--- config.mk ---
export PLATFORM = sky130hd
export DESIGN_NAME = bus_decoder
export DESIGN_NICKNAME = d
export VERILOG_FILES = /design/src/rtl/soc_pkg.sv /design/src/rtl/bus_decoder.sv
export SDC_FILE = /design/constraint.sdc
export NUM_CORES = 1
export LEC_CHECK = 0
export ABC_AREA = 1
export BUFFER_PORTS_ARGS = -buffer_cell sky130_fd_sc_hd__buf_2
export CORE_AREA = 5 5 87 89
export CTS_BUF_LIST = sky130_fd_sc_hd__clkbuf_4
export DETAILED_ROUTE_END_ITERATION = 10
export DIE_AREA = 0 0 92 94
export PLACE_DENSITY = 0.69
export RECOVER_POWER = 25
export SLEW_MARGIN = 20
export SYNTH_ARGS = -nofsm -noshare
export SYNTH_HDL_FRONTEND = slang
export SYNTH_SLANG_ARGS = --single-unit
--- constraint.sdc ---
create_clock -name clk -period 2.2 [get_ports clk]
set_input_delay 0.22 -clock clk [delete_from_list [all_inputs] [get_ports clk]]
set_output_delay 0.22 -clock clk [all_outputs]
set_load 0.005 [all_outputs]
--- src/rtl/soc_pkg.sv ---
`default_nettype none

package soc_pkg;

  typedef logic [31:0] word_t;  // one bus data word

  // single access from the bus master
  typedef struct packed {
    logic [31:0] addr;   // byte address
    word_t       wdata;  // write data
    logic [3:0]  wmask;  // byte lane write enables
    logic        rstrb;  // read strobe, one cycle
  } bus_req_t;

  // one-hot unit select
  typedef struct packed {
    logic ram;   // default target
    logic sqrt;  // square root unit
    logic mult;  // multiplier unit
    logic div;   // divider unit
  } periph_cs_t;

  // region codes, matched against addr[31:16]
  localparam logic [15:0] REGION_SQRT = 16'h0041;
  localparam logic [15:0] REGION_MULT = 16'h0042;
  localparam logic [15:0] REGION_DIV  = 16'h0043;

  // coprocessor register map, byte offsets in addr[4:0]
  localparam logic [4:0] REG_OP_A   = 5'h00;  // first operand
  localparam logic [4:0] REG_OP_B   = 5'h04;  // second operand
  localparam logic [4:0] REG_START  = 5'h08;  // any write kicks off
  localparam logic [4:0] REG_STATUS = 5'h0C;  // status_t, zero-extended
  localparam logic [4:0] REG_RESULT = 5'h10;  // result word

  // coprocessor status, busy in bit 0
  typedef struct packed {
    logic done;  // bit 1, set at completion
    logic busy;  // bit 0, iterating
  } status_t;

endpackage

`default_nettype wire

--- src/rtl/bus_decoder.sv ---
`timescale 1ns/1ps
`default_nettype none

module bus_decoder (
  input  logic                clk,
  input  logic                arst_n,
  input  soc_pkg::bus_req_t   req,         // access from master
  output soc_pkg::periph_cs_t cs,          // one-hot unit select
  input  soc_pkg::word_t      ram_rdata,   // read data per unit
  input  soc_pkg::word_t      sqrt_rdata,
  input  soc_pkg::word_t      mult_rdata,
  input  soc_pkg::word_t      div_rdata,
  output soc_pkg::word_t      rdata        // back to master
);

  soc_pkg::periph_cs_t rd_sel;  // unit of the last read strobe

  // region decode, everything unknown lands in ram
  always_comb begin
    cs = '0;
    case (req.addr[31:16])
      soc_pkg::REGION_SQRT: begin
        cs.sqrt = 1'b1;
      end
      soc_pkg::REGION_MULT: begin
        cs.mult = 1'b1;
      end
      soc_pkg::REGION_DIV: begin
        cs.div = 1'b1;
      end
      default: begin
        cs.ram = 1'b1;  // ram and all unused regions
      end
    endcase
  end

  // the units answer one cycle after the strobe, so the select
  // has to be remembered until the data comes back
  always_ff @(posedge clk or negedge arst_n) begin
    if (!arst_n) begin
      rd_sel <= '{ram: 1'b1, default: 1'b0};  // ram after reset
    end else if (req.rstrb) begin
      rd_sel <= cs;  // held until next strobe
    end
  end

  // return data mux
  always_comb begin
    case (1'b1)
      rd_sel.sqrt: begin
        rdata = sqrt_rdata;
      end
      rd_sel.mult: begin
        rdata = mult_rdata;
      end
      rd_sel.div: begin
        rdata = div_rdata;
      end
      default: begin
        rdata = ram_rdata;  // ram is the fallback
      end
    endcase
  end

endmodule

`default_nettype wire

# Yosys cells after proc, flatten, opt, wreduce, memory -nomap -nowiden
# Cells that the tools add are included.
# Widths: inputs -> output; s select.
word_totals:
  in_bits: 199
  ff_bits: 3
  wordCells: 14
op_classes:
  n_mux: 7
  reduce_logical: 1
  eq_ne: 3
ops:
  columns: ["cell", "n"]
  rows:
  - ["$mux 32", 3]
  - ["$eq 16x7->1 const B", 3]
  - ["$mux 1", 4]
  - ["$reduce_or 3->1", 1]

# Longest topological paths before layout
logic_depth:
  ltp_word: 3
  depth_mapped: 6

# Worst setup path after synthesis
# OpenSTA, ideal clock, no wires.
synth_path:
  path_type: "register to output"
  start: "register rd_sel[0] in the netlist's numbering"
  end: "output rdata[13]"
  arrival_time_ns: 0.984
  required_time_ns: 1.980
  path_buffers: 2
  setup_slack_ns: 0.996
  path_stages_with_launch: 6
  path_cell_list: "dfrtp_1 -> buf_6 -> buf_4 -> o21ai_1 -> nand2_1 -> a22oi_1"
synth_via:
  elab_chain_len: 3
synth_lines:
  columns: ["item", "line", "source"]
  rows:
  - ["from (decl)", "bus_decoder.sv:16", "soc_pkg::periph_cs_t rd_sel;"]
  - ["from (signal assigned)", "bus_decoder.sv:43", "rd_sel <= cs;"]
  - ["$mux 32 (3 in series)", "bus_decoder.sv:49", "case (1'b1)"]
  - ["to (decl)", "bus_decoder.sv:13", "output soc_pkg::word_t rdata"]
# No other way between the ends.

# Final worst setup path
layout_path:
  start: "register rd_sel[0] in the netlist's numbering"
  end: "output rdata[24]"
# The elaborated chain is that of the path after synthesis.

==> run summary <==
The final core area utilization is 36.4%. In this run the deepest clock path goes through 2 buffers. Clock latency of the later-clocked register in the worst-skew pair: 0.23 ns.

The post-route setup TNS came out at 0 ns. The total I/O pin count came out at 235. The clock-pin slew of the registers on the worst-case setup and hold paths came out at 0.04 ns. The post-synthesis net count was 487; the total setup violations reported at the end of the flow was 0. During synthesis, Yosys emitted a total of 0 warnings. The power density over cell area came out at 170 nW/um2.

Before antenna repair, the detailed router went through 4 iterations. After synthesis, the mean cell area works out to 5.09 um2. The detailed router finished its first iteration with 53 violations. In the final routed layout, each cell accounts on average for 11.3 um. Walking the worst path, the cells encountered are buf_4, nand2_1, o21ai_1, nand2_1, a22oi_1, buf_2. The number of antenna violations at the first check in global routing came out at 0. The number of placed instances, taps included, is 534.

For this run, design rule violations remaining after detail routing come to 0. The diode insertion count for antenna repair is 0. Overall overflow remaining after global route: 0. In the synthesized netlist, the number of instances is 288.

Summing over every cut layer, the via total after detailed routing is 2354. Cells with a size suffix above 1 make up 42.7% of the layout. The run gives 659 as the net count reported at finish.

The worst setup path is launched from a flop. The final antenna-violating net count came out at 0. The number of global-route vias before repair was 2221. TritonCTS built the clock tree.

The run gives 16 as the number of distinct library cells after synthesis. From bottom edge to top edge, the die measures 94 um. Post-CTS resize count: 0.

The core region is 6680 um2. The worst-path maximum fanout came out at 27. Max-slew violation total from the final report: 0. The clock drives 3 sinks. Synthesis inferred 3 register bits. The total number of placement rows was 30; the number of max-capacitance violations reported was 0. Number of flip-flops in the largest register: 3. In the routed layout, each cell is associated on average with a via count of 4.37.

From synthesis to final layout, the design area changed by 65.7%. The post-synthesis instance area was 1470 um2. Data arrives at the worst endpoint at 1.71 ns. In this run the clock root is driven by a sky130_fd_sc_hd__clkbuf_4.

The first global-routing pass estimated 9.60 mm of wire. The tools report the depth of the CTS H-tree as 1. The number of I/O port buffers came out at 182. Setup repair after global routing left no endpoint under its margin. The tools report the starting utilization of the core area as 21.9%.

In the final layout, the registers with the most flip-flops are rd_sel x3. Measured against its own limit, the worst slew margin works out to 52.3%. IR analysis of the VDD net gives a maximum drop of 0.153 mV.

For this run, the total global-route usage over all layers was measured as 13.1%. The slew of the pin with the lowest slew margin was 0.715 ns; the worst setup skew after layout was 0 ns. The x dimension of the die came out at 92 um. STA puts the critical path data required time at 1.98 ns. The time the worst path needs with I/O delays and setup is 1.93 ns, and the share of synthesized area occupied by flip-flops and latches is 5.12%.

Most prevalent standard cell on the critical path: sky130_fd_sc_hd__nand2_1. Master of the slowest instance on the critical path: sky130_fd_sc_hd__dfrtp_2. The top achievable clock speed was 0.519 GHz; the leakage power was 1.56 nW.

In this run the worst hold path is classified as primary input to flop. The tools report the count of endpoints failing hold in the final timing report as 0. After detailed routing, the total wire length is 6.09 mm. Measured in cells, the most critical reg-to-reg path has a length of 3. In this design, the stage delay of the slowest critical-path cell is 0.54 ns. The number of instances on the worst hold path is 3, and the final cycle utilization of the critical path is 87.5%.

For this run, the number of standard cells in the final layout without fillers is 539. The flow ran to the end, and the final reports show no timing, DRC or antenna violations. The global placer's final weighted congestion is 0.766, and the number of buffers and inverters on the critical path is 2. The die footprint was 8650 um2. The worst reg-to-reg setup slack was 1.03 ns. The tools report the total chip power as 0.000414 W. The register with the highest flop count was rd_sel. The maximum number of pins on one net before global-route repair is 66. Counting the buffers created by CTS gives 3. The wire-length estimate of the detail-placed layout is 5.02 mm.

By startpoint and endpoint, the worst setup path is classified as flop to output pin. Total stage count of the critical path: 6. The family with the most delay on the worst path is flip-flops. The endpoint class of the critical path is an output pin. Total of fill cells in the finished design: 767.
## worst paths after layout
kind,startpoint,to
worst max-delay path,rd_sel[0],rdata[24]
worst min-delay path,req[0],rd_sel[0]
worst max register to register,rd_sel[1],rd_sel[1]
worst min register to register,rd_sel[2],rd_sel[2]
max in group asynchronous,arst_n,rd_sel[0]
min in group asynchronous,arst_n,rd_sel[1]
## kinds of logic (layout without fill, tap and decap cells)
family,after synthesis,in the layout,share of synthesized area (%)
simple gates,96,96,25.3
flops,3,3,5.12
compound gates,97,97,41.6
buf+inv,92,263,28.0
## synth_stat cells
master                       n  area, um2
sky130_fd_sc_hd__dfrtp_1     3       75.1
sky130_fd_sc_hd__buf_2      10       50.1
sky130_fd_sc_hd__o2111ai_1   1       8.76
sky130_fd_sc_hd__a21oi_1    32        160
sky130_fd_sc_hd__buf_6       5       56.3
sky130_fd_sc_hd__a22oi_2     8        100
sky130_fd_sc_hd__nand2_1    75        282
sky130_fd_sc_hd__o21ai_0     7       35.0
sky130_fd_sc_hd__a22oi_1    24        180
sky130_fd_sc_hd__nor2_1     12       45.0
sky130_fd_sc_hd__buf_4       4       30.0
sky130_fd_sc_hd__clkbuf_1    2       7.51
sky130_fd_sc_hd__inv_1      71        267
sky130_fd_sc_hd__nand3_1     6       30.0
sky130_fd_sc_hd__o21ai_1    25        125
sky130_fd_sc_hd__nor3_1      3       15.0
## where the power goes
group | total (W) | internal [W] | leakage, nW | switching (W)
sequential | 0.0000555 | 0.0000555 | 0.0386 | 0.00000000322
clock | 0.000111 | 0.0000804 | 0.0184 | 0.0000306
combinational | 0.000248 | 0.000146 | 1.50 | 0.000102
total | 0.000414 | 0.000281 | 1.56 | 0.000133
## through the flow
stage,setup slack (ns),hold slack [ns],area [um2]
global placement,0.490,0.0224,2400
CTS,0.218,0.242,2440
finish,0.274,0.260,2430
detailed placement,0.480,0.0231,2400
global route,0.113,0.261,2430
floorplan,0.996,-0.0756,1470
## placed cells by master, fill, tap and decap left out, types with 6 or more instances in the layout
cell type and instances:
sky130_fd_sc_hd__a22oi_1 24, sky130_fd_sc_hd__o21ai_0 7, sky130_fd_sc_hd__a22oi_2 8, sky130_fd_sc_hd__nand2_1 75, sky130_fd_sc_hd__inv_1 71, sky130_fd_sc_hd__nor2_1 12
sky130_fd_sc_hd__a21oi_1 32, sky130_fd_sc_hd__nand3_1 6, sky130_fd_sc_hd__buf_2 177, sky130_fd_sc_hd__o21ai_1 25
## routing by layer
layer | up-vias | track usage [%] | wire (um)
met5 | - | 0 | 0
met2 | 128 | 26.0 | 2940
met1 | 971 | 14.1 | 2420
li1 | 1255 | - | -
met3 | 0 | 3.77 | 732
met4 | 0 | 1.49 | 0
## final cells by class
type	instances	area (um2)	area share, %
sequential	3	77.6	3.19
clock buffer	4	30.0	1.24
inverter	71	267	11.0
multi-input combinational	193	981	40.4
tap	80	100	4.12
timing repair buffer	188	975	40.1
## worst reg2reg max path, stage by stage, from the launching register on
cell and delay (ns):
sky130_fd_sc_hd__dfrtp_1 0.37, sky130_fd_sc_hd__clkbuf_2 0.44, sky130_fd_sc_hd__nand2_1 0.19, sky130_fd_sc_hd__nand2_1 0.06
## repair_timing
action                                 in CTS  in global routing
endpoints found under the hold margin       3                  0
hold buffers                                1                  0
buffers inserted                            0                  0
Note: power is estimated with default switching activity, not from simulation.
