===== src/rtl/soc_pkg.sv =====
`default_nettype none

package soc_pkg;

  typedef logic [31:0] word_t;  // one bus data word

  // single access from the bus master
  typedef struct packed {
    logic [31:0] addr;   // byte address
    word_t       wdata;  // write data
    logic [3:0]  wmask;  // byte lane write enables
    logic        rstrb;  // read strobe, one cycle
  } bus_req_t;

  // one-hot unit select
  typedef struct packed {
    logic ram;   // default target
    logic sqrt;  // square root unit
    logic mult;  // multiplier unit
    logic div;   // divider unit
  } periph_cs_t;

  // region codes, matched against addr[31:16]
  localparam logic [15:0] REGION_SQRT = 16'h0041;
  localparam logic [15:0] REGION_MULT = 16'h0042;
  localparam logic [15:0] REGION_DIV  = 16'h0043;

  // coprocessor register map, byte offsets in addr[4:0]
  localparam logic [4:0] REG_OP_A   = 5'h00;  // first operand
  localparam logic [4:0] REG_OP_B   = 5'h04;  // second operand
  localparam logic [4:0] REG_START  = 5'h08;  // any write kicks off
  localparam logic [4:0] REG_STATUS = 5'h0C;  // status_t, zero-extended
  localparam logic [4:0] REG_RESULT = 5'h10;  // result word

  // coprocessor status, busy in bit 0
  typedef struct packed {
    logic done;  // bit 1, set at completion
    logic busy;  // bit 0, iterating
  } status_t;

endpackage

`default_nettype wire


===== src/rtl/periph_div.sv =====
`timescale 1ns/1ps
`default_nettype none

module periph_div #(
  parameter int OPW = 16  // operand width
) (
  input  logic              clk,
  input  logic              arst_n,
  input  soc_pkg::bus_req_t req,    // shared bus access
  input  logic              cs,     // unit selected
  output soc_pkg::word_t    rdata   // registered read word
);

  localparam int CNT_W = $clog2(OPW);

  logic [4:0]       offs;     // register offset
  logic             wr;
  logic             rd;
  logic             start;    // accepted start
  logic             last;     // final iteration
  logic [OPW-1:0]   op_a;     // dividend
  logic [OPW-1:0]   op_b;     // divisor
  logic [OPW-1:0]   dvsr;     // divisor copy
  logic [OPW-1:0]   quo;      // dividend in, quotient out
  logic [OPW-1:0]   rem;      // partial remainder
  logic [OPW:0]     shifted;  // remainder with next dividend bit
  logic [OPW:0]     diff;     // trial subtraction
  logic             fits;     // divisor goes in
  logic [OPW-1:0]   rem_nxt;
  logic [OPW-1:0]   quo_nxt;
  logic [CNT_W-1:0] cnt;      // iteration count
  soc_pkg::status_t status;
  soc_pkg::word_t   result;

  assign offs  = req.addr[4:0];
  assign wr    = cs && (req.wmask != 4'b0000);
  assign rd    = cs && req.rstrb;
  assign start = wr && (offs == soc_pkg::REG_START) && !status.busy;
  assign last  = (cnt == CNT_W'(OPW - 1));

  // one restoring step per cycle
  // a zero divisor always fits, so the quotient goes all ones
  // and the dividend bits pile up in the remainder
  assign shifted = {rem, quo[OPW-1]};
  assign diff    = shifted - {1'b0, dvsr};
  assign fits    = (shifted >= {1'b0, dvsr});
  assign rem_nxt = fits ? diff[OPW-1:0] : shifted[OPW-1:0];  // keep or restore
  assign quo_nxt = {quo[OPW-2:0], fits};  // quotient bit enters at lsb

  // status, counter, result
  always_ff @(posedge clk or negedge arst_n) begin
    if (!arst_n) begin
      status <= '0;
      cnt    <= '0;
      result <= '0;
    end else if (start) begin
      status.busy <= 1'b1;
      status.done <= 1'b0;
      cnt         <= '0;
    end else if (status.busy) begin
      cnt <= cnt + 1'b1;
      if (last) begin
        status.busy <= 1'b0;
        status.done <= 1'b1;
        result      <= {16'(rem_nxt), 16'(quo_nxt)};  // rem high, quo low
      end
    end
  end

  // operands, datapath, read port
  always_ff @(posedge clk) begin
    if (wr && (offs == soc_pkg::REG_OP_A)) begin
      op_a <= req.wdata[OPW-1:0];
    end
    if (wr && (offs == soc_pkg::REG_OP_B)) begin
      op_b <= req.wdata[OPW-1:0];
    end
    if (start) begin
      quo  <= op_a;
      dvsr <= op_b;
      rem  <= '0;
    end else if (status.busy) begin
      quo <= quo_nxt;
      rem <= rem_nxt;
    end
    if (rd) begin
      case (offs)
        soc_pkg::REG_STATUS: rdata <= {30'd0, status};
        soc_pkg::REG_RESULT: rdata <= result;
        default:             rdata <= '0;
      endcase
    end
  end

endmodule

`default_nettype wire


===== config.mk =====
export PLATFORM = sky130hd
export DESIGN_NAME = periph_div
export DESIGN_NICKNAME = d
export VERILOG_FILES = /design/src/rtl/soc_pkg.sv /design/src/rtl/periph_div.sv
export SDC_FILE = /design/constraint.sdc
export NUM_CORES = 1
export LEC_CHECK = 0
export ABC_AREA = 1
export ABC_CLOCK_PERIOD_IN_PS = 2100
export BUFFER_PORTS_ARGS = -buffer_cell sky130_fd_sc_hd__buf_2
export CELL_PAD_IN_SITES_DETAIL_PLACEMENT = 0
export CELL_PAD_IN_SITES_GLOBAL_PLACEMENT = 1
export CORE_ASPECT_RATIO = 1.5
export CORE_UTILIZATION = 43
export DETAILED_ROUTE_END_ITERATION = 8
export PLACE_DENSITY_LB_ADDON = 0.15
export SLEW_MARGIN = 20
export SYNTH_ARGS = -nofsm -noshare
export SYNTH_HDL_FRONTEND = slang
export SYNTH_SLANG_ARGS = --single-unit

===== constraint.sdc =====
create_clock -name clk -period 2.1 [get_ports clk]
set_input_delay 0.21 -clock clk [delete_from_list [all_inputs] [get_ports clk]]
set_output_delay 0.21 -clock clk [all_outputs]
set_load 0.03 [all_outputs]

* Word-level counts from Yosys, hierarchy flattened
Index checks and enable logic that the tools add are counted. W data, S select, Z words.
Operators by class: $add $sub $neg 2, order comparisons 1, equal/unequal tests 5, multiplexer cells 9, bitwise logic cells 1, reduce and logical (&&, ||, !) cells 13
Operators with widths (number):
- $pmux W32 S2 | 1
- $mux W16 | 3
- $ge A17 B16 Y1 | 1
- $sub A16 B16 Y16 | 1
- $eq A5 B4 Y1 const B | 2
- $mux W4 | 2
- $logic_and A1 B1 Y1 | 6
- $mux W2 | 3
- $eq A5 B3 Y1 const B | 1
- $eq A5 B5 Y1 const B | 1
- $logic_not A5 Y1 | 1
- $add A4 B1 Y4 const B | 1
- $eq A4 B4 Y1 const B | 1
- $reduce_bool A2 Y1 | 2
- $reduce_bool A4 Y1 | 1
- $reduce_and A3 Y1 | 1
- $reduce_and A2 Y1 | 1
- $logic_not A1 Y1 | 1
- $not A1 Y1 | 1
Word-level totals: bits in registers 150, input bits 72, output and inout bits 32, word-level logic and storage cells 41

* Longest topological paths before layout
Gate-level depths: netlist of the first run.
word-level depth 6, gate-level depth with buffers 17, depth with buffers taken out 15

* Worst setup path after synthesis of the first run
No wires, ideal clock.
path kind input to register, start point in req[38] (netlist bit), end point reg op_a[0], enable pin, library setup time 432 ps, data arrival time 2084 ps, required time 1668 ps, path slack -416 ps, stages on the path 3, buffers on the path 0, cells stage by stage nor2_1 > nand2_1 > nor4_1
Between the ends: word-level cells in the longest chain between the ends 2
RTL lines:
- start: declaration | line periph_div.sv:9 | input soc_pkg::bus_req_t req,
- $logic_not A5 Y1 | line periph_div.sv:72 | if (wr && (offs == soc_pkg::REG_OP_A)) begin
- $logic_and A1 B1 Y1 | line periph_div.sv:72
- end signal: assignment | line periph_div.sv:73 | op_a <= req.wdata[OPW-1:0];
- end: declaration | line periph_div.sv:21 | logic [OPW-1:0] op_a;
No other way between the ends. A chain may end at the register's enable or synchronous reset.

* Worst setup path after layout of the first run
start point reg dvsr[10], end point reg result[19]
Between the ends: word-level cells in the longest chain between the ends 2
RTL lines:
- start: declaration | line periph_div.sv:23 | logic [OPW-1:0] dvsr;
- start signal: assignment | line periph_div.sv:80 | dvsr <= op_b;
- $ge A17 B16 Y1 | line periph_div.sv:46 | assign fits = (shifted >= {1'b0, dvsr});
- $mux W16 | line periph_div.sv:47 | assign rem_nxt = fits ? diff[OPW-1:0] : shifted[OPW-1:0];
- end signal: assignment | line periph_div.sv:65 | result <= {16'(rem_nxt), 16'(quo_nxt)};
- end: declaration | line periph_div.sv:33 | soc_pkg::word_t result;
No other way between the ends.

==> impl_metrics.csv, run 1 <==
group,metric,value,unit
sta,skew,0.0124,ns
yosys,ys_seq_area_share,62.3,%
sta,tightest_slew,0.901,ns
final_layout,fill_cells,1397,
yosys,synthArstFlopShare,25.3,%
yosys,synth-warning-count,0,
detailed_routing,routed_wl,15400,um
status,status,"complete, no violations",
grt,grt_max_degree,39,
placed_design,dpl_worst_slack,-0.0475,ns
yosys,synth_area,6660,um2
detailed_routing,routedWlPerCell,14.8,um
hold_path,hold_class,"in2reg",
clocking,cts-htree-levels,4,
floorplanning,core_area,15100,um2
grt,grt_usage,20.5,%
final_layout,antenna_cells,0,
yosys,ys_ff_latch,150,
yosys,synthCells,709,
sta,setup_viol_count_final,0,
hold_path,hp-start,"req[41]",
sta,slew_viol_final,0,
final_layout,finalNetCount,922,
yosys,synth_top_family_by_area,"simple AND/OR/NAND/NOR gates",
clocking,clk_latency,0.42,ns
detailed_routing,drc,0,
sta,finalHoldViolations,0,
pwr,p_leak,4.01,nW
detailed_routing,routed_via_density,4.71,
sta,setup_ws,0.106,ns
grt,grt_pass1_vias,5034,
floorplanning,rows,55,
clocking,numCtsBuffers,17,
sta,timing.fmax,502,MHz
sta,min_period,1.99,ns
yosys,yosysUniqueCellTypes,32,
setup_path,reg2reg_from,"dvsr[10]",
placed_design,place_hpwl,11100,um
pwr,ir_drop,0.948,mV
pwr,pwr_density_cell,1330,nW/um2
sta,hold-worst-slack,0.296,ns
final_layout,register_area,4150,um2
sta,finalSetupTns,0,ns
grt,grt_pass1_wl,24800,um
yosys,synth_fp_nets,799,
yosys,synth_ff_type,"edfxtp_1",
clocking,clockRootBuffer,"clkbuf_16",
clocking,cts.reportedPaths.clkPinSlew,0.06,ns
flow_run,cap_violations,0,
setup_path,worstSetupPathType,"reg2reg",
setup_path,cp-start-kind,"flop",
floorplanning,die_area,16000,um2
setup_path,critPathMaxFanout,6,
floorplanning,die_h,154,um
grt,overflow,0,
final_layout,final_cell_area,8540,um2
placed_design,gp_congestion,0.865,
placed_design,placed_cell_area,7480,um2
detailed_routing,dr_total_vias,4918,
floorplanning,ios,104,
detailed_routing,dr.pass1.iters,4,
yosys,synth_compound_area_share,3.72,%
yosys,yosys.area.top_type,"edfxtp_1",
clocking,cts_tree,"yes",
yosys,synth_fa_ha_area_share,3.49,%
clocking,clock_sinks,150,
floorplanning,die_w,104,um
yosys,synth_xor_area_share,0.920,%
clocking,cts_buffer_depth,2,
yosys,yosysTopAreaCellShare,43.3,%
yosys,synth-simple-area-share,21.8,%
detailed_routing,drtIter0Drc,149,
yosys,synth_edf_count,96,
yosys,avgSynthCellArea,9.40,um2
setup_path,crit_required,2.41,ns
setup_path,cp-end-kind,"flop",
yosys,synth_common_cells,"nand2_1 (247), inv_1 (108), edfxtp_1 (96), nor2_1 (50), dfrtp_1 (38)",
yosys,muxShareOfSynthArea,0,%
final_layout,area_growth,28.1,%
placed_design,port_buffers,60,
yosys,synth_area_leaders,"edfxtp_1 (43%), dfrtp_1 (14%), nand2_1 (14%), inv_1 (6.1%), dfxtp_1 (4.8%)",
setup_path,crit_start,"dvsr[10]",
sta,maxSlewHeadroom,39.9,%
grt,grt_antenna_before_repair,0,
floorplanning,start_util,44.0,%
detailed_routing,ant_nets,0,
sta,min_period_over_period,94.9,%
final_layout,multi_input_area,2250,um2
setup_path,crit_arrival,2.30,ns
final_layout,drive_gt1_share,23.3,%
yosys,yosysMostFrequentCell,"nand2_1",
[critical path: stages (launching register included)]
cell      delay [ns]
edfxtp_1        0.39
inv_2           0.10
ha_4            0.22
nand2_1         0.07
nand2_1         0.09
nand2_1         0.08
nand2_1         0.06
nand2_1         0.06
nand2_1         0.08
nor2_4          0.14
nand2_8         0.12
buf_4           0.17
nand2_1         0.05
nand2_1         0.12
nand2_1         0.09
nand2_1         0.05
[power breakdown]
| group | internal [W] | leakage, nW | switching [W] |
|---|---|---|---|
| logic | 0.00160 | 2.24 | 0.00237 |
| registers | 0.00386 | 1.48 | 0.000419 |
| clock network | 0.00189 | 0.288 | 0.00124 |
[per-layer routing]
layer | global-route usage [%] | vias up | wire length, um
met5 | 0 | - | 0
met4 | 8.56 | 0 | 470
met3 | 4.13 | 29 | 299
met2 | 39.9 | 75 | 8790
met1 | 21.2 | 2327 | 5860
li1 | - | 2487 | -
[cells by family (layout without fill, tap and decap cells)]
| group | count (synthesis) | count (layout) |
|---|---|---|
| fa+ha+maj | 18 | 18 |
| buf+inv | 130 | 266 |
| compound gates | 49 | 49 |
| xor+xnor | 7 | 7 |
| simple gates | 355 | 355 |
| flops | 150 | 150 |
[area by class of cell]
class | instances | area share, %
clock inverters | 13 | 2.02
inverters | 111 | 5.03
well taps | 199 | 2.92
repair buffers | 122 | 9.80
multi-input cells | 429 | 26.4
clock buffers | 19 | 5.07
flip-flops and latches | 150 | 48.7
repair inverters | 1 | 0.103
[what timing repair did]
action                                 in CTS  in global routing
gates cloned                                0                  1
setup endpoints to repair                  11                 33
endpoints found under the hold margin      70                  0
resized for setup                           3                 52
setup buffers                               0                  2
hold buffers                               17                  0
pin swaps                                   0                  9
[sequential cells by signal (all words and copies together) (netlist names), 4 cells and up]
| name | flops |
|---|---|
| cnt | 4 |
| dvsr | 16 |
| op_a | 16 |
| op_b | 16 |
| quo | 16 |
| rdata | 32 |
| rem | 16 |
| result | 32 |
[layout by cell type (no fill, tap or decap), types with 19 or more instances in the layout]
cell,instances
nand2_2,19
nor2_1,46
buf_4,42
nand2_1,234
buf_2,60
inv_1,99
o21ai_0,33
dfrtp_1,38
edfxtp_1,96
nand3_1,24
[path summary, 6_finish.rpt]
kind	slack, ns	endpoint	cells after the start
max	0.11	result[19]	15
min in group asynchronous	0.47	result[29]	2
min	0.30	rdata[1]	3
min reg2reg	0.42	dvsr[11]	0
max in group asynchronous	1.06	result[6]	2
max reg2reg	0.11	result[19]	15
[stage by stage]
stage	total power (W)	instances	util (%)
global placement	0.00786	992	49.4
global route	0.0122	1044	56.4
detailed placement	0.00791	992	49.4
finish	0.0114	1044	56.4
CTS	0.0111	1041	54.6
floorplan	0.00652	709	-
Power figures use the tool's default switching activity.
==> run 2, diff against run 1 <==
Settings changed: CORE_UTILIZATION 43 to 45, CTS_BUF_LIST set to sky130_fd_sc_hd__clkbuf_4.
==> impl_metrics.csv, run 2 (synthesized netlist as in run 1, its figures left out) <==
group,metric,value,unit
sta,skew,0.0280,ns
floorplanning,rows,54,
flow_run,cap_violations,0,
setup_path,worstSetupPathType,"reg2reg",
pwr,pwr_density_cell,1200,nW/um2
detailed_routing,routed_via_density,4.71,
pwr,pwr-share-clk,16.9,%
sta,maxSlewHeadroom,41.3,%
clocking,clockRootBuffer,"clkbuf_4",
floorplanning,die_h,151,um
setup_path,cp-end-kind,"flop",
setup_path,crit_path_cell_trace,"ha_1 -> fa_2 -> inv_1 -> nand3_1 -> nand3_2 -> nand3_1 -> nand3_1 -> nand2_1 -> nand3_1 -> nand2_1 -> nand2_1 -> nand2_1",
setup_path,r2r_slack,0.12,ns
final_layout,drive_gt1_share,21.9,%
detailed_routing,dr.pass1.iters,4,
floorplanning,die_area,15300,um2
setup_path,critPathMaxFanout,3,
setup_path,max_stage_delay,0.45,ns
sta,tightest_slew,0.880,ns
pwr,p_leak,3.83,nW
sta,finalHoldViolations,0,
grt,grt_max_degree,50,
setup_path,critPathBufInv,1,
pwr,p_switching,0.00387,W
floorplanning,core_area,14500,um2
grt,grt_pass1_wl,23900,um
pwr,power.total,0.00975,W
detailed_routing,routedWlPerCell,14.7,um
clocking,cts.reportedPaths.clkPinSlew,0.15,ns
setup_path,reg2reg_from,"dvsr[0]",
detailed_routing,drtIter0Drc,217,
placed_design,gp_congestion,0.831,
clocking,cts_tree,"yes",
setup_path,cpLargestDelayFamily,"simple AND/OR/NAND/NOR gates",
final_layout,final_cell_mix,"nand2_1 (238), inv_1 (103), edfxtp_1 (96)",
clocking,cts-htree-levels,4,
pwr,ir_drop,0.641,mV
hold_path,whs_path_depth,3,
setup_path,crit_start,"dvsr[0]",
sta,hold-worst-slack,0.149,ns
detailed_routing,dr_total_vias,4899,
detailed_routing,routed_wl,15300,um
clocking,clk_latency,0.53,ns
grt,overflow,0,
sta,timing.fmax,506,MHz
final_layout,fill_cells,1339,
hold_path,holdPathEnd,"rdata[1]",
pwr,internal-power,0.00588,W
sta,setup_ws,0.124,ns
grt,grt_pass1_vias,4843,
sta,min_period,1.98,ns
floorplanning,ios,104,
setup_path,reg2reg_to,"result[28]",
placed_design,dpl_worst_slack,-0.0123,ns
floorplanning,die_w,101,um
hold_path,hold_class,"in2reg",
setup_path,reg2reg_depth,12,
setup_path,cp_slowest_cell,"edfxtp_1",
final_layout,area_growth,21.5,%
final_layout,reg_top3,"rdata: 32 flops, result: 32 flops",
setup_path,cp-start-kind,"flop",
detailed_routing,ant_nets,0,
floorplanning,start_util,45.9,%
status,status,"complete, no violations",
sta,setup_viol_count_final,0,
clocking,clock_sinks,150,
hold_path,hp-start,"req[41]",
pwr,switching_share,39.7,%
final_layout,finalNetCount,921,
placed_design,port_buffers,60,
setup_path,cp.depth,12,
placed_design,place_hpwl,11100,um
pwr,p_comb_share,39.3,%
sta,slew_viol_final,0,
sta,min_period_over_period,94.1,%
pwr,p_seq_share,43.9,%
setup_path,crit_required,2.54,ns
setup_path,crit_arrival,2.42,ns
clocking,numCtsBuffers,17,
grt,grt_usage,21.4,%
clocking,cts_buffer_depth,2,
final_layout,final_common_cell,"nand2_1",
detailed_routing,drc,0,
grt,grt_antenna_before_repair,1,
-- run 2: timing repair --
action                                 CTS  global route
cloned                                   0             0
hold buffers                            17             0
pin swaps                                0             3
endpoints found under the hold margin   70             0
setup buffers                            0             0
gates resized for setup                  2            34
setup endpoints to repair                3            34
-- run 2: area by class of cell --
type	count	area, um2	share of cell area [%]
flip-flops and latches	150	4150	51.3
multi-input cells	429	2190	27.1
diodes	1	2.50	0.0309
inverters	111	424	5.24
well taps	196	245	3.03
repair buffers	122	825	10.2
clock buffers	18	135	1.67
clock inverters	14	119	1.47
-- run 2: worst reg2reg max path: stages (launching register included) --
cell,delay [ns]
edfxtp_1,0.45
ha_1,0.26
fa_2,0.36
inv_1,0.08
nand3_1,0.08
nand3_2,0.11
nand3_1,0.10
nand3_1,0.08
nand2_1,0.05
nand3_1,0.08
nand2_1,0.10
nand2_1,0.08
nand2_1,0.05
-- run 2: worst max-delay path by stage --
stage | to | slack [ns]
2_1_floorplan | op_a[0] | -0.42
3_3_place_gp | result[29] | -0.01
3_5_place_dp | result[29] | -0.01
4_1_cts | result[31] | 0.02
5_1_grt | rem[11] | -0.008
6_report | result[28] | 0.12
-- run 2: power by group through the flow --
| stage | Sequential (W) | Clock [W] | Combinational (W) |
|---|---|---|---|
| after floorplan | 0.00421 | 0 | 0.00231 |
| after global placement | 0.00428 | 0 | 0.00358 |
| after detailed placement | 0.00430 | 0 | 0.00361 |
| after CTS | 0.00424 | 0.00169 | 0.00367 |
| after global routing | 0.00434 | 0.00180 | 0.00432 |
| final | 0.00428 | 0.00164 | 0.00383 |
-- run 2: through the flow --
stage / instances / util, % / instance area, um2 / TNS (ns)
after global routing: 1041 / 55.8 / 8100 / -0.0159
after CTS: 1040 / 54.5 / 7920 / 0
after global placement: 991 / 51.5 / 7480 / -0.0147
after detailed placement: 991 / 51.5 / 7480 / -0.0123
final: 1041 / 55.8 / 8100 / 0
after floorplan: 709 / - / 6660 / -13.28
-- run 2: per-layer routing --
metal | GRT usage (%) | vias up | part of all wire (%)
met5 | 0 | - | 0
met4 | 12.3 | 0 | 4.5
met2 | 40.1 | 75 | 56
li1 | - | 2497 | -
met1 | 22.3 | 2290 | 38
met3 | 3.18 | 37 | 1.9
==> run 3, diff against run 2 <==
Settings changed: RECOVER_POWER set to 100.
==> impl_metrics.csv, run 3 (synthesized netlist as in run 1, its figures left out) <==
group,metric,value,unit
placed_design,placed_cell_area,7480,um2
setup_path,reg2reg_depth,12,
grt,grt_pass1_vias,4843,
clocking,cts-htree-levels,4,
final_layout,final_cell_area,8000,um2
sta,min_period_over_period,94.0,%
setup_path,worstSetupPathType,"reg2reg",
final_layout,finalNetCount,921,
grt,grt_pass1_wl,23900,um
detailed_routing,drtIter0Drc,216,
grt,grt_antenna_before_repair,1,
setup_path,r2r_slack,0.13,ns
pwr,pwr_density_cell,1210,nW/um2
final_layout,final_cells,1041,
setup_path,cp-end-kind,"flop",
setup_path,crit_required,2.54,ns
placed_design,place_hpwl,11100,um
detailed_routing,dr_total_vias,4896,
final_layout,area_growth,20.1,%
sta,finalHoldViolations,0,
clocking,cts_tree,"yes",
floorplanning,core_area,14500,um2
setup_path,cp-start-kind,"flop",
hold_path,hold_class,"in2reg",
hold_path,holdPathEnd,"rdata[1]",
detailed_routing,ant_nets,0,
hold_path,hp-start,"req[41]",
detailed_routing,drc,0,
sta,timing.fmax,506,MHz
status,status,"complete, but fails checks",
final_layout,final_cell_mix,"nand2_1 (238), inv_1 (103), edfxtp_1 (96)",
clocking,cts.reportedPaths.clkPinSlew,0.15,ns
clocking,clock_sinks,150,
floorplanning,start_util,45.9,%
status,violations,"capacitance limit, slew limit",
clocking,postCtsSetupBuffers,0,
final_layout,fill_cells,1385,
sta,min_period,1.97,ns
pwr,ir_drop,0.643,mV
floorplanning,ios,104,
pwr,p_leak,3.68,nW
clocking,clk_latency,0.53,ns
placed_design,dp.cells,991,
sta,skew,0.0271,ns
setup_path,reg2reg_from,"dvsr[0]",
placed_design,dpl_worst_slack,-0.0123,ns
detailed_routing,dr.pass1.iters,4,
sta,maxSlewHeadroom,-17.7,%
clocking,numCtsBuffers,17,
grt,grt_usage,21.4,%
setup_path,crit_arrival,2.41,ns
clocking,clockRootBuffer,"clkbuf_4",
detailed_routing,routedWlPerCell,14.7,um
sta,setup_ws,0.126,ns
placed_design,gp_congestion,0.831,
setup_path,reg2reg_to,"result[28]",
floorplanning,die_h,151,um
sta,setup_viol_count_final,0,
final_layout,multi_input_area,2170,um2
detailed_routing,routed_wl,15300,um
final_layout,drive_gt1_share,15.9,%
sta,slew_viol_final,33,
floorplanning,die_w,101,um
final_layout,reg_top3,"rdata: 32 flops, result: 32 flops",
sta,tightest_slew,1.77,ns
final_layout,final_common_cell,"nand2_1",
placed_design,port_buffers,60,
hold_path,whs_path_depth,3,
grt,grt_max_degree,50,
floorplanning,die_area,15300,um2
flow_run,cap_violations,1,
final_layout,register_area,4150,um2
detailed_routing,routed_via_density,4.70,
pwr,power.total,0.00972,W
floorplanning,rows,54,
sta,hold-worst-slack,0.129,ns
grt,overflow,0,
clocking,cts_buffer_depth,2,
setup_path,critPathMaxFanout,3,
## run 3: changes by cell type in the layout (fill, tap and decap cells not counted)
cell      previous run  this run
nor4_2               2         0
buf_2               60        16
nor4_1               1         3
buf_4               43        36
clkbuf_1             0        48
nor2_1              48        49
clkbuf_2             0         3
nor2_4               1         0
## run 3: repair_timing
action / in CTS / in global routing
hold endpoints to repair: 70 / 0
pin swaps: 0 / 3
cloned: 0 / 0
hold buffers: 17 / 0
resized for setup: 2 / 34
setup endpoints to repair: 3 / 34
## run 3: worst max path at each step
stage	cells past startpoint	to	slack (ns)	startpoint
after floorplan	3	op_a[0]	-0.42	req[38]
final	12	result[28]	0.13	dvsr[0]
after CTS	15	result[31]	0.02	dvsr[14]
after global placement	15	result[29]	-0.01	dvsr[10]
after global routing	14	result[26]	-0.009	dvsr[3]
after detailed placement	15	result[29]	-0.01	dvsr[10]
## run 3: layout make-up
type / instances / area share [%]
Inverter: 111 / 5.30
Antenna cell: 1 / 0.0313
Sequential cell: 150 / 51.9
Clock inverter: 14 / 1.49
Multi-Input combinational cell: 429 / 27.2
Clock buffer: 18 / 1.69
Tap cell: 196 / 3.06
Timing Repair Buffer: 122 / 9.34
## run 3: metal layers
metal	wire length, um	global-route usage [%]	part of all wire [%]	vias up
met5	0	0	0	-
met4	675	12.3	4.4	0
met3	302	3.18	2.0	34
met2	8480	40.1	55	75
met1	5880	22.3	38	2295
li1	-	-	-	2492
## run 3: report_power, final
group | internal, W | switching, W
registers | 0.00385 | 0.000422
logic | 0.00150 | 0.00231
clock network | 0.000512 | 0.00113
total | 0.00586 | 0.00385
## run 3: worst max-delay path: stages, from the launching register on
cell      delay, ns
edfxtp_1       0.45
ha_1           0.26
fa_2           0.37
inv_1          0.08
nand3_1        0.08
nand3_2        0.11
nand3_1        0.10
nand3_1        0.08
nand2_1        0.05
nand3_1        0.08
nand2_1        0.10
nand2_1        0.07
nand2_1        0.05
## run 3: through the flow
stage	setup TNS, ns	utilization, %
2_1_floorplan	-13.28	-
3_3_place_gp	-0.0147	51.5
3_5_place_dp	-0.0123	51.5
4_1_cts	0	54.5
5_1_grt	-0.0174	55.1
6_report	0	55.1
