`config.mk`:
```
export PLATFORM = sky130hd
export DESIGN_NAME = periph_mult
export DESIGN_NICKNAME = d
export VERILOG_FILES = /design/src/rtl/soc_pkg.sv /design/src/rtl/periph_mult.sv
export SDC_FILE = /design/constraint.sdc
export NUM_CORES = 1
export LEC_CHECK = 0
export BUFFER_PORTS_ARGS = -buffer_cell sky130_fd_sc_hd__buf_2
export CAP_MARGIN = 5
export CORE_ASPECT_RATIO = 0.8
export CORE_MARGIN = 3
export CORE_UTILIZATION = 50
export CTS_CLUSTER_SIZE = 20
export DETAILED_ROUTE_END_ITERATION = 12
export GPL_ROUTABILITY_DRIVEN = 0
export PLACE_DENSITY = 0.75
export REMOVE_ABC_BUFFERS = 1
export SLEW_MARGIN = 30
export SYNTH_ARGS = -nofsm -noshare
export SYNTH_HDL_FRONTEND = slang
export SYNTH_SLANG_ARGS = --single-unit
```
`constraint.sdc`:
```
create_clock -name clk -period 5.2 [get_ports clk]
set_clock_uncertainty 0.1 [all_clocks]
set_input_delay 0.52 -clock clk [delete_from_list [all_inputs] [get_ports clk]]
set_output_delay 0.52 -clock clk [all_outputs]
set_load 0.02 [all_outputs]
```
`src/rtl/soc_pkg.sv`:
```
`default_nettype none

package soc_pkg;

  typedef logic [31:0] word_t;  // one bus data word

  // single access from the bus master
  typedef struct packed {
    logic [31:0] addr;   // byte address
    word_t       wdata;  // write data
    logic [3:0]  wmask;  // byte lane write enables
    logic        rstrb;  // read strobe, one cycle
  } bus_req_t;

  // one-hot unit select
  typedef struct packed {
    logic ram;   // default target
    logic sqrt;  // square root unit
    logic mult;  // multiplier unit
    logic div;   // divider unit
  } periph_cs_t;

  // region codes, matched against addr[31:16]
  localparam logic [15:0] REGION_SQRT = 16'h0041;
  localparam logic [15:0] REGION_MULT = 16'h0042;
  localparam logic [15:0] REGION_DIV  = 16'h0043;

  // coprocessor register map, byte offsets in addr[4:0]
  localparam logic [4:0] REG_OP_A   = 5'h00;  // first operand
  localparam logic [4:0] REG_OP_B   = 5'h04;  // second operand
  localparam logic [4:0] REG_START  = 5'h08;  // any write kicks off
  localparam logic [4:0] REG_STATUS = 5'h0C;  // status_t, zero-extended
  localparam logic [4:0] REG_RESULT = 5'h10;  // result word

  // coprocessor status, busy in bit 0
  typedef struct packed {
    logic done;  // bit 1, set at completion
    logic busy;  // bit 0, iterating
  } status_t;

endpackage

`default_nettype wire

```
`src/rtl/periph_mult.sv`:
```
`timescale 1ns/1ps
`default_nettype none

module periph_mult #(
  parameter int OPW = 16  // operand width
) (
  input  logic              clk,
  input  logic              arst_n,
  input  soc_pkg::bus_req_t req,    // shared bus access
  input  logic              cs,     // unit selected
  output soc_pkg::word_t    rdata   // registered read word
);

  localparam int CNT_W = $clog2(OPW);

  logic [4:0]       offs;     // register offset
  logic             wr;
  logic             rd;
  logic             start;    // accepted start
  logic             last;     // final iteration
  logic [OPW-1:0]   op_a;
  logic [OPW-1:0]   op_b;
  logic [2*OPW-1:0] mcand;    // multiplicand, shifts left
  logic [OPW-1:0]   mplier;   // multiplier, lsb consumed first
  logic [2*OPW-1:0] acc;      // partial product
  logic [2*OPW-1:0] acc_nxt;
  logic [CNT_W-1:0] cnt;      // iteration count
  soc_pkg::status_t status;
  soc_pkg::word_t   result;

  assign offs    = req.addr[4:0];
  assign wr      = cs && (req.wmask != 4'b0000);
  assign rd      = cs && req.rstrb;
  assign start   = wr && (offs == soc_pkg::REG_START) && !status.busy;  // ignored if busy
  assign last    = (cnt == CNT_W'(OPW - 1));
  assign acc_nxt = mplier[0] ? acc + mcand : acc;  // add when bit set

  // status, counter, result
  always_ff @(posedge clk or negedge arst_n) begin
    if (!arst_n) begin
      status <= '0;
      cnt    <= '0;
      result <= '0;
    end else if (start) begin
      status.busy <= 1'b1;
      status.done <= 1'b0;
      cnt         <= '0;
    end else if (status.busy) begin
      cnt <= cnt + 1'b1;
      if (last) begin
        status.busy <= 1'b0;
        status.done <= 1'b1;
        result      <= 32'(acc_nxt);  // full product
      end
    end
  end

  // operands, datapath, read port
  always_ff @(posedge clk) begin
    if (wr && (offs == soc_pkg::REG_OP_A)) begin
      op_a <= req.wdata[OPW-1:0];
    end
    if (wr && (offs == soc_pkg::REG_OP_B)) begin
      op_b <= req.wdata[OPW-1:0];
    end
    if (start) begin
      mcand  <= {{OPW{1'b0}}, op_a};  // working copy, op regs free again
      mplier <= op_b;
      acc    <= '0;
    end else if (status.busy) begin
      mcand  <= mcand << 1;
      mplier <= mplier >> 1;
      acc    <= acc_nxt;
    end
    if (rd) begin
      case (offs)
        soc_pkg::REG_STATUS: rdata <= {30'd0, status};
        soc_pkg::REG_RESULT: rdata <= result;
        default:             rdata <= '0;  // nothing else readable
      endcase
    end
  end

endmodule

`default_nettype wire

```
# --- Word level (Yosys, flattened, before mapping) ---
# Cells that the tools add are included.
op_classes:
  n_addsub: 2
  n_eq_ne: 5
  muxes: 11
  n_bitwise: 1
  n_reduce_logical: 13
ops:
  columns: ["cell", "n"]
  rows:
  - ["2-to-1 mux 16 bit", 4]
  - ["one-hot mux 32 bit (2 select lines)", 1]
  - ["adder 32 bit", 1]
  - ["2-to-1 mux 32 bit", 1]
  - ["== test 5 x 4 -> 1 bit, second input constant", 2]
  - ["2-to-1 mux 4 bit", 2]
  - ["logical AND 1 bit", 6]
  - ["2-to-1 mux 2 bit", 3]
  - ["== test 5 x 3 -> 1 bit, second input constant", 1]
  - ["== test 5 bit, second input constant", 1]
  - ["zero test 5 bit", 1]
  - ["adder 4 x 1 -> 4 bit, second input constant", 1]
  - ["== test 4 bit, second input constant", 1]
  - ["nonzero test 2 bit", 2]
  - ["nonzero test 4 bit", 1]
  - ["AND reduction 3 bit", 1]
  - ["AND reduction 2 bit", 1]
  - ["zero test 1 bit", 1]
  - ["NOT 1 bit", 1]
word_totals:
  register_bits: 182
  inputBits: 72
  out_inout_bits: 32

# --- Depth between registers and ports, before layout ---
# Gate-level depths: netlist of run 1.
depth:
  ltp_word: 6
  mapped_depth: 12
  depth_no_buf: 12

# --- Worst setup path before layout of run 1 ---
# OpenSTA, ideal clock, no wires.
synth_path:
  kind: "input to register"
  from: "in req[38] in the netlist's numbering"
  to: "reg mcand[0] (enable)"
  t_arrival_ns: 2.493
  required_ns: 4.713
  path_slack_ns: 2.220
  path_stages: 7
  path_buffers: 2
  cell_sequence: "nor3_1 > nand3_1 > or3b_2 > clkbuf_1 > nor2b_1 > clkbuf_1 > inv_1"
synth_via:
  elab_chain_cells: 4
synth_lines:
  columns: ["item", "line", "rtl"]
  rows:
  - ["from (decl)", "periph_mult.sv:9", "input soc_pkg::bus_req_t req,"]
  - ["== test 5 x 4 -> 1 bit", "periph_mult.sv:34", "assign start = wr && (offs == soc_pkg::REG_START) && !status.busy;"]
  - ["logical AND 1 bit (2 in series)", "periph_mult.sv:34", null]
  - ["nonzero test 2 bit (no line)", null, null]
  - ["to (signal assigned)", "periph_mult.sv:67", "mcand <= {{OPW{1'b0}}, op_a};"]
  - ["to (signal assigned)", "periph_mult.sv:71", "mcand <= mcand << 1;"]
  - ["to (decl)", "periph_mult.sv:23", "logic [2*OPW-1:0] mcand;"]
# No other way between the ends.
# A chain may end at the register's enable or synchronous reset.

# --- Final worst setup path of run 1 ---
layout_path:
  from: "reg mcand[0]"
  to: "reg acc[30]"
layout_via:
  elab_chain_cells: 2
layout_lines:
  columns: ["item", "line", "rtl"]
  rows:
  - ["adder 32 bit", "periph_mult.sv:36", "assign acc_nxt = mplier[0] ? acc + mcand : acc;"]
  - ["2-to-1 mux 32 bit", "periph_mult.sv:36", null]
  - ["to (signal assigned)", "periph_mult.sv:73", "acc <= acc_nxt;"]
  - ["to (decl)", "periph_mult.sv:25", "logic [2*OPW-1:0] acc;"]
# No other way between the ends.

==> run_results.csv, run 1 <==
group,metric,value,unit
status,status,"finished with violations",
status,violations,"hold timing",
setup_path,worst_setup_path_end_kind,"flop",
floorplanning,ios,104,
place,hpwl,10.9,mm
power,cellLeakagePower,4.09,nW
timing,fin_crit,3.52,ns
cts,post_cts_resized,0,
setup_path,crit_type,"flop to flop",
cells_and_area,antenna_cells,0,
cells_and_area,n_fill_cell,1399,
logic_synthesis,syn-instance-count,780,
timing,setup_violations,0,
timing,slew_viol_final,0,
setup_path,cp_data_arrival_time,3.74,ns
logic_synthesis,yosysWarnings,0,
cells_and_area,final_util,58.2,%
cts,clk_latency,0.43,ns
place,post-place-ws,1.77,ns
cts,cts_tree,"yes",
cells_and_area,mostFrequentLayoutCells,"nand2_1, edfxtp_1, buf_2",
logic_synthesis,synth_edf_count,96,
timing,fmax,0.284,GHz
logic_synthesis,ys_types,62,
floorplanning,core,0.0167,mm^2
global_routing,grtUsageMet3,4.23,%
route,wl_per_cell,16.0,um
cells_and_area,syn2layout_area_growth,12.7,%
setup_path,cp_max_fo,3,
setup_path,cp-start-kind,"flop",
global_routing,met1_usage,26.9,%
logic_synthesis,syn_area,0.00862,mm^2
cts,clk_pin_slew_worst_paths,0.07,ns
cells_and_area,layout_commonest_cell,"nand2_1",
power,ir_worst_vdd,298,uV
job,drv_cap,0,
global_routing,grt_pass1_vias,5676,
floorplanning,rows,42,
timing,min_period_over_period,67.6,%
place,place_area,0.00913,mm^2
timing,holdWs,-0.0257,ns
route,drc,0,
cts,cts-root-buf,"clkbuf_16",
place,io_buffers,60,
global_routing,antenna_found_initial,0,
global_routing,grt_pass1_wl,28.8,mm
floorplanning,start_util,51.6,%
route,wl,17.0,mm
timing,tns,0,ns
cells_and_area,fin_area,0.00972,mm^2
timing,tightestPinTransition,0.940,ns
min_path,holdCritPathClass,"input pin to asynchronous set/reset pin",
logic_synthesis,synth.avg_cell_area,11.1,um^2
route,vias,5790,
route,drtIter0Drc,491,
floorplanning,die_x,153,um
global_routing,globalRouteTotalUtil,19.1,%
global_routing,top_usage_layer,"met2",
power,power.density,628,mW/mm^2
cts,clk_path_buf_depth,2,
route,ant_nets,0,
cells_and_area,nets,933,
logic_synthesis,synth_seq_cells,182,
timing,rsz0062_at_grt,"no",
timing,hold_viol_final,30,
cts,cts_made_buffers,17,
global_routing,grt_max_degree,50,
setup_path,worst_ep_required_time,5.43,ns
logic_synthesis,synth_ff_type,"edfxtp_1",
route,drt_first_pass_iters,5,
logic_synthesis,synthArstFlopShare,20.9,%
global_routing,grt_util_met2,30.1,%
timing,worst_slack,1.68,ns
global_routing,grt-ovfl-total,0,
cts,clock_sinks,182,
cts,hold_buffers,0,
cells_and_area,drive_above_1_share,18.7,%
cts,cts.htree.levels,4,
cts,postCtsSetupBuffers,0,
floorplanning,die_y,123,um
logic_synthesis,synth-seq-area-share,55.6,%
floorplanning,die-area,0.0189,mm^2
route,vias_per_cell,5.46,
timing,slew_headroom,37.3,%
## layout make-up
class / count / area (um^2) / area share, %
inverters: 6 / 22.5 / 0.232
repair buffers: 72 / 393 / 4.04
clock inverters: 14 / 145 / 1.49
flip-flops and latches: 182 / 4800 / 49.3
clock buffers: 18 / 439 / 4.52
well taps: 220 / 275 / 2.83
multi-input cells: 549 / 3650 / 37.5
## state kept, by name, summed over array words and instances, names as in the netlist
name and cells:
rdata 32, result 32, cnt 4, status 2, mcand 32, op_b 16, mplier 16, op_a 16
acc 32
## per-stage QoR
stage / total power, mW / std cells / hold slack, ns
2_1_floorplan: 4.24 / 737 / 0.124
3_3_place_gp: 4.72 / 1029 / 0.353
3_5_place_dp: 4.80 / 1029 / 0.357
4_1_cts: 6.12 / 1061 / 0.159
5_1_grt: 6.60 / 1061 / 0.00348
6_report: 6.10 / 1061 / -0.0257
## kinds of logic after synthesis
kind of cell	count (synthesis)	share of synthesized area, %
AOI/OAI and AO/OA	161	11.7
xor gates and xnor gates	27	2.74
DFF	182	55.6
buffers and inverters	49	2.26
adders and majority gates	33	4.88
muxes	68	8.46
and+or+nand+nor	260	14.3
## synthesized netlist by cell type (2+ instances only)
cell,n,area share [%]
o21bai_1,3,0.26
dfxtp_1,48,11
clkbuf_1,35,1.5
o21ai_0,54,3.1
nand2_1,143,6.2
a21o_1,17,1.5
a22o_1,7,0.71
nand3_1,16,0.93
o221ai_1,2,0.20
xnor2_1,17,1.7
o21a_1,3,0.26
buf_1,4,0.17
and3_1,6,0.44
or3_1,2,0.15
nor2b_1,6,0.44
a311oi_1,4,0.41
xor2_1,10,1.0
a31oi_1,8,0.58
and2_1,36,2.6
or2_2,2,0.15
nand4_1,3,0.22
nor3_1,4,0.23
nand2b_1,4,0.29
nor3b_1,4,0.35
a31o_2,2,0.20
mux2i_1,29,3.4
buf_2,3,0.17
o211ai_1,2,0.17
nor2_1,19,0.83
ha_1,32,4.6
o21ai_1,5,0.29
or4_1,2,0.17
edfxtp_1,96,33
a21oi_1,39,2.3
mux2_2,39,5.1
nand3b_1,6,0.52
inv_1,6,0.26
dfrtp_1,38,11
## critical path, cell delays in order (launching register included)
cell      delay, ns
edfxtp_1       0.39
ha_1           0.25
fa_1           0.41
a21o_1         0.23
a311oi_1       0.44
o21ai_0        0.24
o21ai_0        0.30
a311oi_1       0.22
o211ai_1       0.21
a21oi_1        0.10
xnor2_1        0.15
nand2_1        0.09
a32o_1         0.28
## path summary, 6_finish.rpt
path | startpoint | to | slack, ns | cells after the start
worst min register to register | result[11] | result[11] | 0.37 | 2
min in group clk | req[20] | op_a[15] | 0.18 | 1
worst max register to register | mcand[0] | acc[30] | 1.68 | 12
worst min-delay path | arst_n | result[17] | -0.03 | 1
max in group asynchronous | arst_n | status[0] | 4.61 | 1
worst max-delay path | mcand[0] | acc[30] | 1.68 | 12
## power breakdown
group          internal (mW)  leakage [nW]  total (mW)  switching, mW
sequential              1.97          1.82        2.24          0.265
combinational           1.13          1.99        2.58           1.46
clock                  0.724         0.280        1.29          0.561
## routing by layer
metal | part of all wire, % | routed length, um
met1 | 51 | 8580
met2 | 44 | 7540
met3 | 3.9 | 661
met4 | 1.1 | 191
met5 | 0 | 0
(Power assumes the default switching activity.)
==> inputs of run 2 (changes only) <==
--- a/config.mk
+++ b/config.mk
@@ -13,7 +13,7 @@
 export CTS_CLUSTER_SIZE = 20
 export DETAILED_ROUTE_END_ITERATION = 12
 export GPL_ROUTABILITY_DRIVEN = 0
-export PLACE_DENSITY = 0.75
+export PLACE_DENSITY = 0.78
 export REMOVE_ABC_BUFFERS = 1
 export SLEW_MARGIN = 30
 export SYNTH_ARGS = -nofsm -noshare
==> constraint.sdc (replaced) <==
create_clock -name clk -period 3.09 [get_ports clk]
set_clock_uncertainty 0.1 [all_clocks]
set_input_delay 0.309 -clock clk [delete_from_list [all_inputs] [get_ports clk]]
set_output_delay 0.309 -clock clk [all_outputs]
set_load 0.02 [all_outputs]
==> run_results.csv, run 2 (synthesis gave the netlist of run 1 again) <==
group,metric,value,unit
cells_and_area,mostFrequentLayoutCells,"nand2_1, edfxtp_1, buf_2",
route,drc,0,
route,drt_first_pass_iters,5,
power,pwr-share-comb,45.9,%
min_path,min_path_cells,4,
timing,slew_viol_final,0,
power,ir_worst_vdd,537,uV
setup_path,rr_worst_depth,13,
floorplanning,die_y,123,um
cts,clk_pin_slew_worst_paths,0.07,ns
min_path,min_from,"req[39]",
setup_path,worst_ep_required_time,3.32,ns
cells_and_area,nets,980,
power,p_seq_share,34.4,%
setup_path,worst_setup_path_end_kind,"flop",
power,cellLeakagePower,4.35,nW
route,ant_nets,0,
cells_and_area,layout_commonest_cell,"nand2_1",
global_routing,globalRouteTotalUtil,19.8,%
place,place_area,0.00932,mm^2
cells_and_area,fin_area,0.0103,mm^2
timing,hold_viol_final,0,
timing,rsz0062_at_grt,"yes",
global_routing,grt_max_degree,49,
cts,clk_latency,0.44,ns
global_routing,grt-ovfl-total,0,
global_routing,grt_pass1_vias,5972,
power,power.density,1080,mW/mm^2
setup_path,timing.rr.start,"mcand[0]",
setup_path,crit_type,"flop to flop",
floorplanning,die_x,153,um
status,status,"finished, final reports clean",
power,p_int,6.81,mW
timing,fmax,0.325,GHz
floorplanning,ios,104,
route,wl,18.0,mm
timing,setup_violations,0,
global_routing,antenna_found_initial,0,
cts,cts_tree,"yes",
power,switching_power,4.25,mW
job,drv_cap,0,
floorplanning,core,0.0167,mm^2
cts,cts.htree.levels,4,
cts,clock_sinks,182,
place,io_buffers,60,
setup_path,cp-start-kind,"flop",
min_path,min_to,"status[1]",
cells_and_area,final_util,61.4,%
floorplanning,rows,42,
route,vias,6064,
setup_path,cp_max_fo,2,
floorplanning,start_util,51.6,%
floorplanning,die-area,0.0189,mm^2
place,hpwl,11.4,mm
cts,cts_made_buffers,17,
power,swShare,38.4,%
route,wl_per_cell,16.3,um
timing,min_period_over_period,99.7,%
timing,fin_crit,3.08,ns
cells_and_area,antenna_cells,0,
route,drtIter0Drc,422,
setup_path,r2r_slack,0.009,ns
setup_path,r2r-end,"acc[30]",
global_routing,grt_pass1_wl,30.0,mm
min_path,holdCritPathClass,"input pin to flop",
setup_path,cp_data_arrival_time,3.32,ns
cells_and_area,drive_above_1_share,23.8,%
route,vias_per_cell,5.47,
cts,cts-root-buf,"clkbuf_16",
cells_and_area,syn2layout_area_growth,19.1,%
cts,clk_path_buf_depth,2,
timing,tightestPinTransition,0.981,ns
timing,slew_headroom,34.4,%
power,pwr-share-clk,19.8,%
run 2: changes by cell type in the layout (fill, tap and decap cells not counted), moves of 4 or more:
cell,delta
inv_6,-4
inv_8,+4
buf_4,+29
a21oi_1,-8
a21oi_2,+8
dlygate4sd3_1,+17
run 2: cell type report:
type | count | area (um^2)
clock inverters | 13 | 134
fillers | 1341 | 6440
well taps | 220 | 275
repair buffers | 119 | 801
clock buffers | 19 | 454
flip-flops and latches | 182 | 4800
inverters | 6 | 22.5
multi-input cells | 549 | 3780
run 2: worst max path at each step:
stage / start / to / slack, ns / cells after the start
after global placement: mcand[0] / acc[30] / -0.15 / 13
after CTS: mcand[0] / acc[14] / 0.005 / 13
after global routing: mcand[0] / acc[30] / -0.14 / 13
after detailed placement: mcand[0] / acc[14] / -0.18 / 13
after floorplan: status[0] / result[19] / -1.26 / 3
final: mcand[0] / acc[30] / 0.009 / 13
run 2: what timing repair did:
item / 4_1_cts / 5_1_grt
hold buffers: 17 / 0
resized for setup: 9 / 23
hold endpoints to repair: 70 / 0
endpoints found under the setup margin: 12 / 20
buffers inserted: 3 / 4
pin swaps: 9 / 8
run 2: worst max-delay path, stage by stage, from the launching register on:
cell      delay (ns)
edfxtp_1        0.44
ha_4            0.19
fa_2            0.34
a21o_1          0.22
a311oi_2        0.27
buf_4           0.16
o21ai_2         0.06
o21ai_2         0.18
a311oi_2        0.13
o211ai_1        0.27
a21oi_2         0.10
xnor2_1         0.15
nand2_1         0.08
a32o_2          0.28
run 2: power groups by stage:
stage | Clock [mW] | Sequential [mW] | Combinational, mW
after floorplan | 0 | 3.84 | 3.30
after global placement | 0 | 3.80 | 4.48
after detailed placement | 0 | 3.83 | 4.60
after CTS | 2.22 | 3.79 | 4.78
after global routing | 2.32 | 3.90 | 5.61
final | 2.19 | 3.80 | 5.07
run 2: routing by layer:
layer  vias up  GRT usage [%]  wire [um]
li1       2994              -          -
met1      2926           28.2       8940
met2       128           31.3       8240
met3        16           3.85        684
met4         0           5.51        185
met5         -              0          0
run 2: through the flow:
stage	instances	power [mW]	setup TNS, ns	hold slack [ns]	worst slack, ns
after floorplan	737	7.14	-51.27	-0.0866	-1.26
after global placement	1052	8.28	-0.591	0.354	-0.152
after detailed placement	1052	8.43	-0.878	0.361	-0.184
after CTS	1104	10.8	0	0.239	0.00455
after global routing	1108	11.8	-0.895	0.299	-0.139
final	1108	11.1	0	0.246	0.00864
==> inputs of run 3 (changes only) <==
--- a/config.mk
+++ b/config.mk
@@ -5,7 +5,7 @@
 export SDC_FILE = /design/constraint.sdc
 export NUM_CORES = 1
 export LEC_CHECK = 0
-export BUFFER_PORTS_ARGS = -buffer_cell sky130_fd_sc_hd__buf_2
+export BUFFER_PORTS_ARGS = -buffer_cell sky130_fd_sc_hd__clkbuf_2
 export CAP_MARGIN = 5
 export CORE_ASPECT_RATIO = 0.8
 export CORE_MARGIN = 3
==> run_results.csv, run 3 (synthesis gave the netlist of run 1 again) <==
group,metric,value,unit
power,finalPower,11.1,mW
setup_path,worst_ep_required_time,3.33,ns
place,dp_cells,1051,
cts,cts.htree.levels,4,
job,drv_cap,0,
global_routing,globalRouteTotalUtil,20.3,%
cells_and_area,stdcell_count,1105,
timing,fin_crit,3.13,ns
power,swShare,38.3,%
timing,hold_viol_final,0,
route,wl_per_cell,16.4,um
route,drc,0,
setup_path,rr_worst_depth,13,
power,power.density,1080,mW/mm^2
setup_path,timing.rr.start,"mcand[0]",
cts,clk_path_buf_depth,2,
route,drtIter0Drc,526,
timing,holdWs,0.238,ns
place,place_area,0.00931,mm^2
route,ant_nets,0,
cts,clk_latency,0.45,ns
power,pwr-share-comb,45.4,%
setup_path,cp-start-kind,"flop",
floorplanning,core,0.0167,mm^2
setup_path,endpoint,"acc[30]",
timing,slew_viol_final,0,
power,p_int,6.86,mW
timing,slew_headroom,36.7,%
power,p_seq_share,34.5,%
route,drt_first_pass_iters,5,
floorplanning,start_util,51.6,%
setup_path,cp_max_fo,2,
global_routing,grt-ovfl-total,0,
cts,cts_tree,"yes",
floorplanning,die_x,153,um
floorplanning,die_y,123,um
setup_path,r2r-end,"acc[30]",
route,vias_per_cell,5.47,
status,status,"finished with violations",
status,violations,"setup timing",
cells_and_area,fin_area,0.0103,mm^2
power,ir_worst_vdd,566,uV
power,pwr-share-clk,20.1,%
place,hpwl,11.7,mm
cells_and_area,nets,977,
setup_path,cp_data_arrival_time,3.37,ns
min_path,holdCritPathClass,"input pin to flop",
cells_and_area,drive_above_1_share,24.3,%
global_routing,grt_max_degree,55,
place,io_buffers,60,
cells_and_area,antenna_cells,0,
cts,cts_made_buffers,17,
timing,worst_slack,-0.0383,ns
floorplanning,ios,104,
power,switching_power,4.26,mW
cells_and_area,layout_commonest_cell,"nand2_1",
timing,tightestPinTransition,0.947,ns
setup_path,critPathLaunch,"mcand[0]",
route,vias,6048,
cts,clk_pin_slew_worst_paths,0.07,ns
global_routing,antenna_found_initial,0,
cells_and_area,mostFrequentLayoutCells,"nand2_1, edfxtp_1, clkbuf_2",
timing,fmax,0.320,GHz
setup_path,crit_type,"flop to flop",
timing,rsz0062_at_grt,"yes",
cells_and_area,syn2layout_area_growth,19.5,%
cts,cts-root-buf,"clkbuf_16",
global_routing,grt_pass1_wl,30.4,mm
cts,clock_sinks,182,
global_routing,grt_pass1_vias,6048,
floorplanning,rows,42,
timing,min_period_over_period,101,%
floorplanning,die-area,0.0189,mm^2
setup_path,r2r_slack,-0.04,ns
timing,setup_violations,2,
power,cellLeakagePower,4.34,nW
route,wl,18.1,mm
cells_and_area,final_util,61.6,%
setup_path,worst_setup_path_end_kind,"flop",
run 3: how the worst min path moves through the flow:
stage	startpoint	end	slack, ns	depth (start not counted)
4_1_cts	req[39]	status[1]	0.22	4
2_1_floorplan	arst_n	cnt[0]	-0.09	0
3_5_place_dp	arst_n	result[17]	0.36	1
3_3_place_gp	result[9]	result[9]	0.35	2
6_report	req[39]	status[1]	0.24	4
5_1_grt	req[39]	status[1]	0.26	4
run 3: power groups by stage:
stage               logic [mW]  registers (mW)  clock network (mW)
detailed placement        4.56            3.87                   0
CTS                       4.70            3.83                2.27
global placement          4.43            3.84                   0
floorplan                 3.30            3.84                   0
finish                    5.04            3.84                2.23
global route              5.67            3.94                2.38
run 3: cell type report:
cell class	count	area [um^2]
Multi-Input combinational cell	549	3820
Inverter	6	22.5
Clock inverter	14	165
Tap cell	220	275
Timing Repair Buffer	116	776
Clock buffer	18	439
Fill cell	1370	6410
Sequential cell	182	4800
run 3: critical path: stages (launching register included):
cell and delay (ns):
edfxtp_1 0.39, ha_2 0.21, fa_2 0.34, a21o_1 0.21, a311oi_2 0.25, buf_4 0.18
o21ai_4 0.06, o21ai_2 0.20, a311oi_2 0.15, o211ai_1 0.32, a21oi_2 0.11, xnor2_1 0.16
nand2_1 0.08, a32o_1 0.25
run 3: metrics by stage:
| stage | setup TNS (ns) | setup WS (ns) |
|---|---|---|
| 3_5_place_dp | -0.909 | -0.200 |
| 5_1_grt | -0.622 | -0.123 |
| 3_3_place_gp | -0.509 | -0.132 |
| 4_1_cts | 0 | 0.00308 |
| 2_1_floorplan | -51.27 | -1.26 |
| 6_report | -0.0745 | -0.0383 |
run 3: repair_timing:
item | in CTS | in global routing
gates cloned | 0 | 0
buffers inserted | 2 | 3
hold buffers | 17 | 0
endpoints found under the hold margin | 63 | 0
setup endpoints to repair | 11 | 25
resized for setup | 10 | 29
pin swaps | 6 | 17
run 3: per-layer routing:
layer / part of all wire, % / wire, um / global-route usage (%)
met5: 0 / 0 / 0
met4: 1.2 / 214 / 6.18
met3: 4.3 / 789 / 4.72
met2: 46 / 8430 / 32.4
met1: 48 / 8710 / 28.1
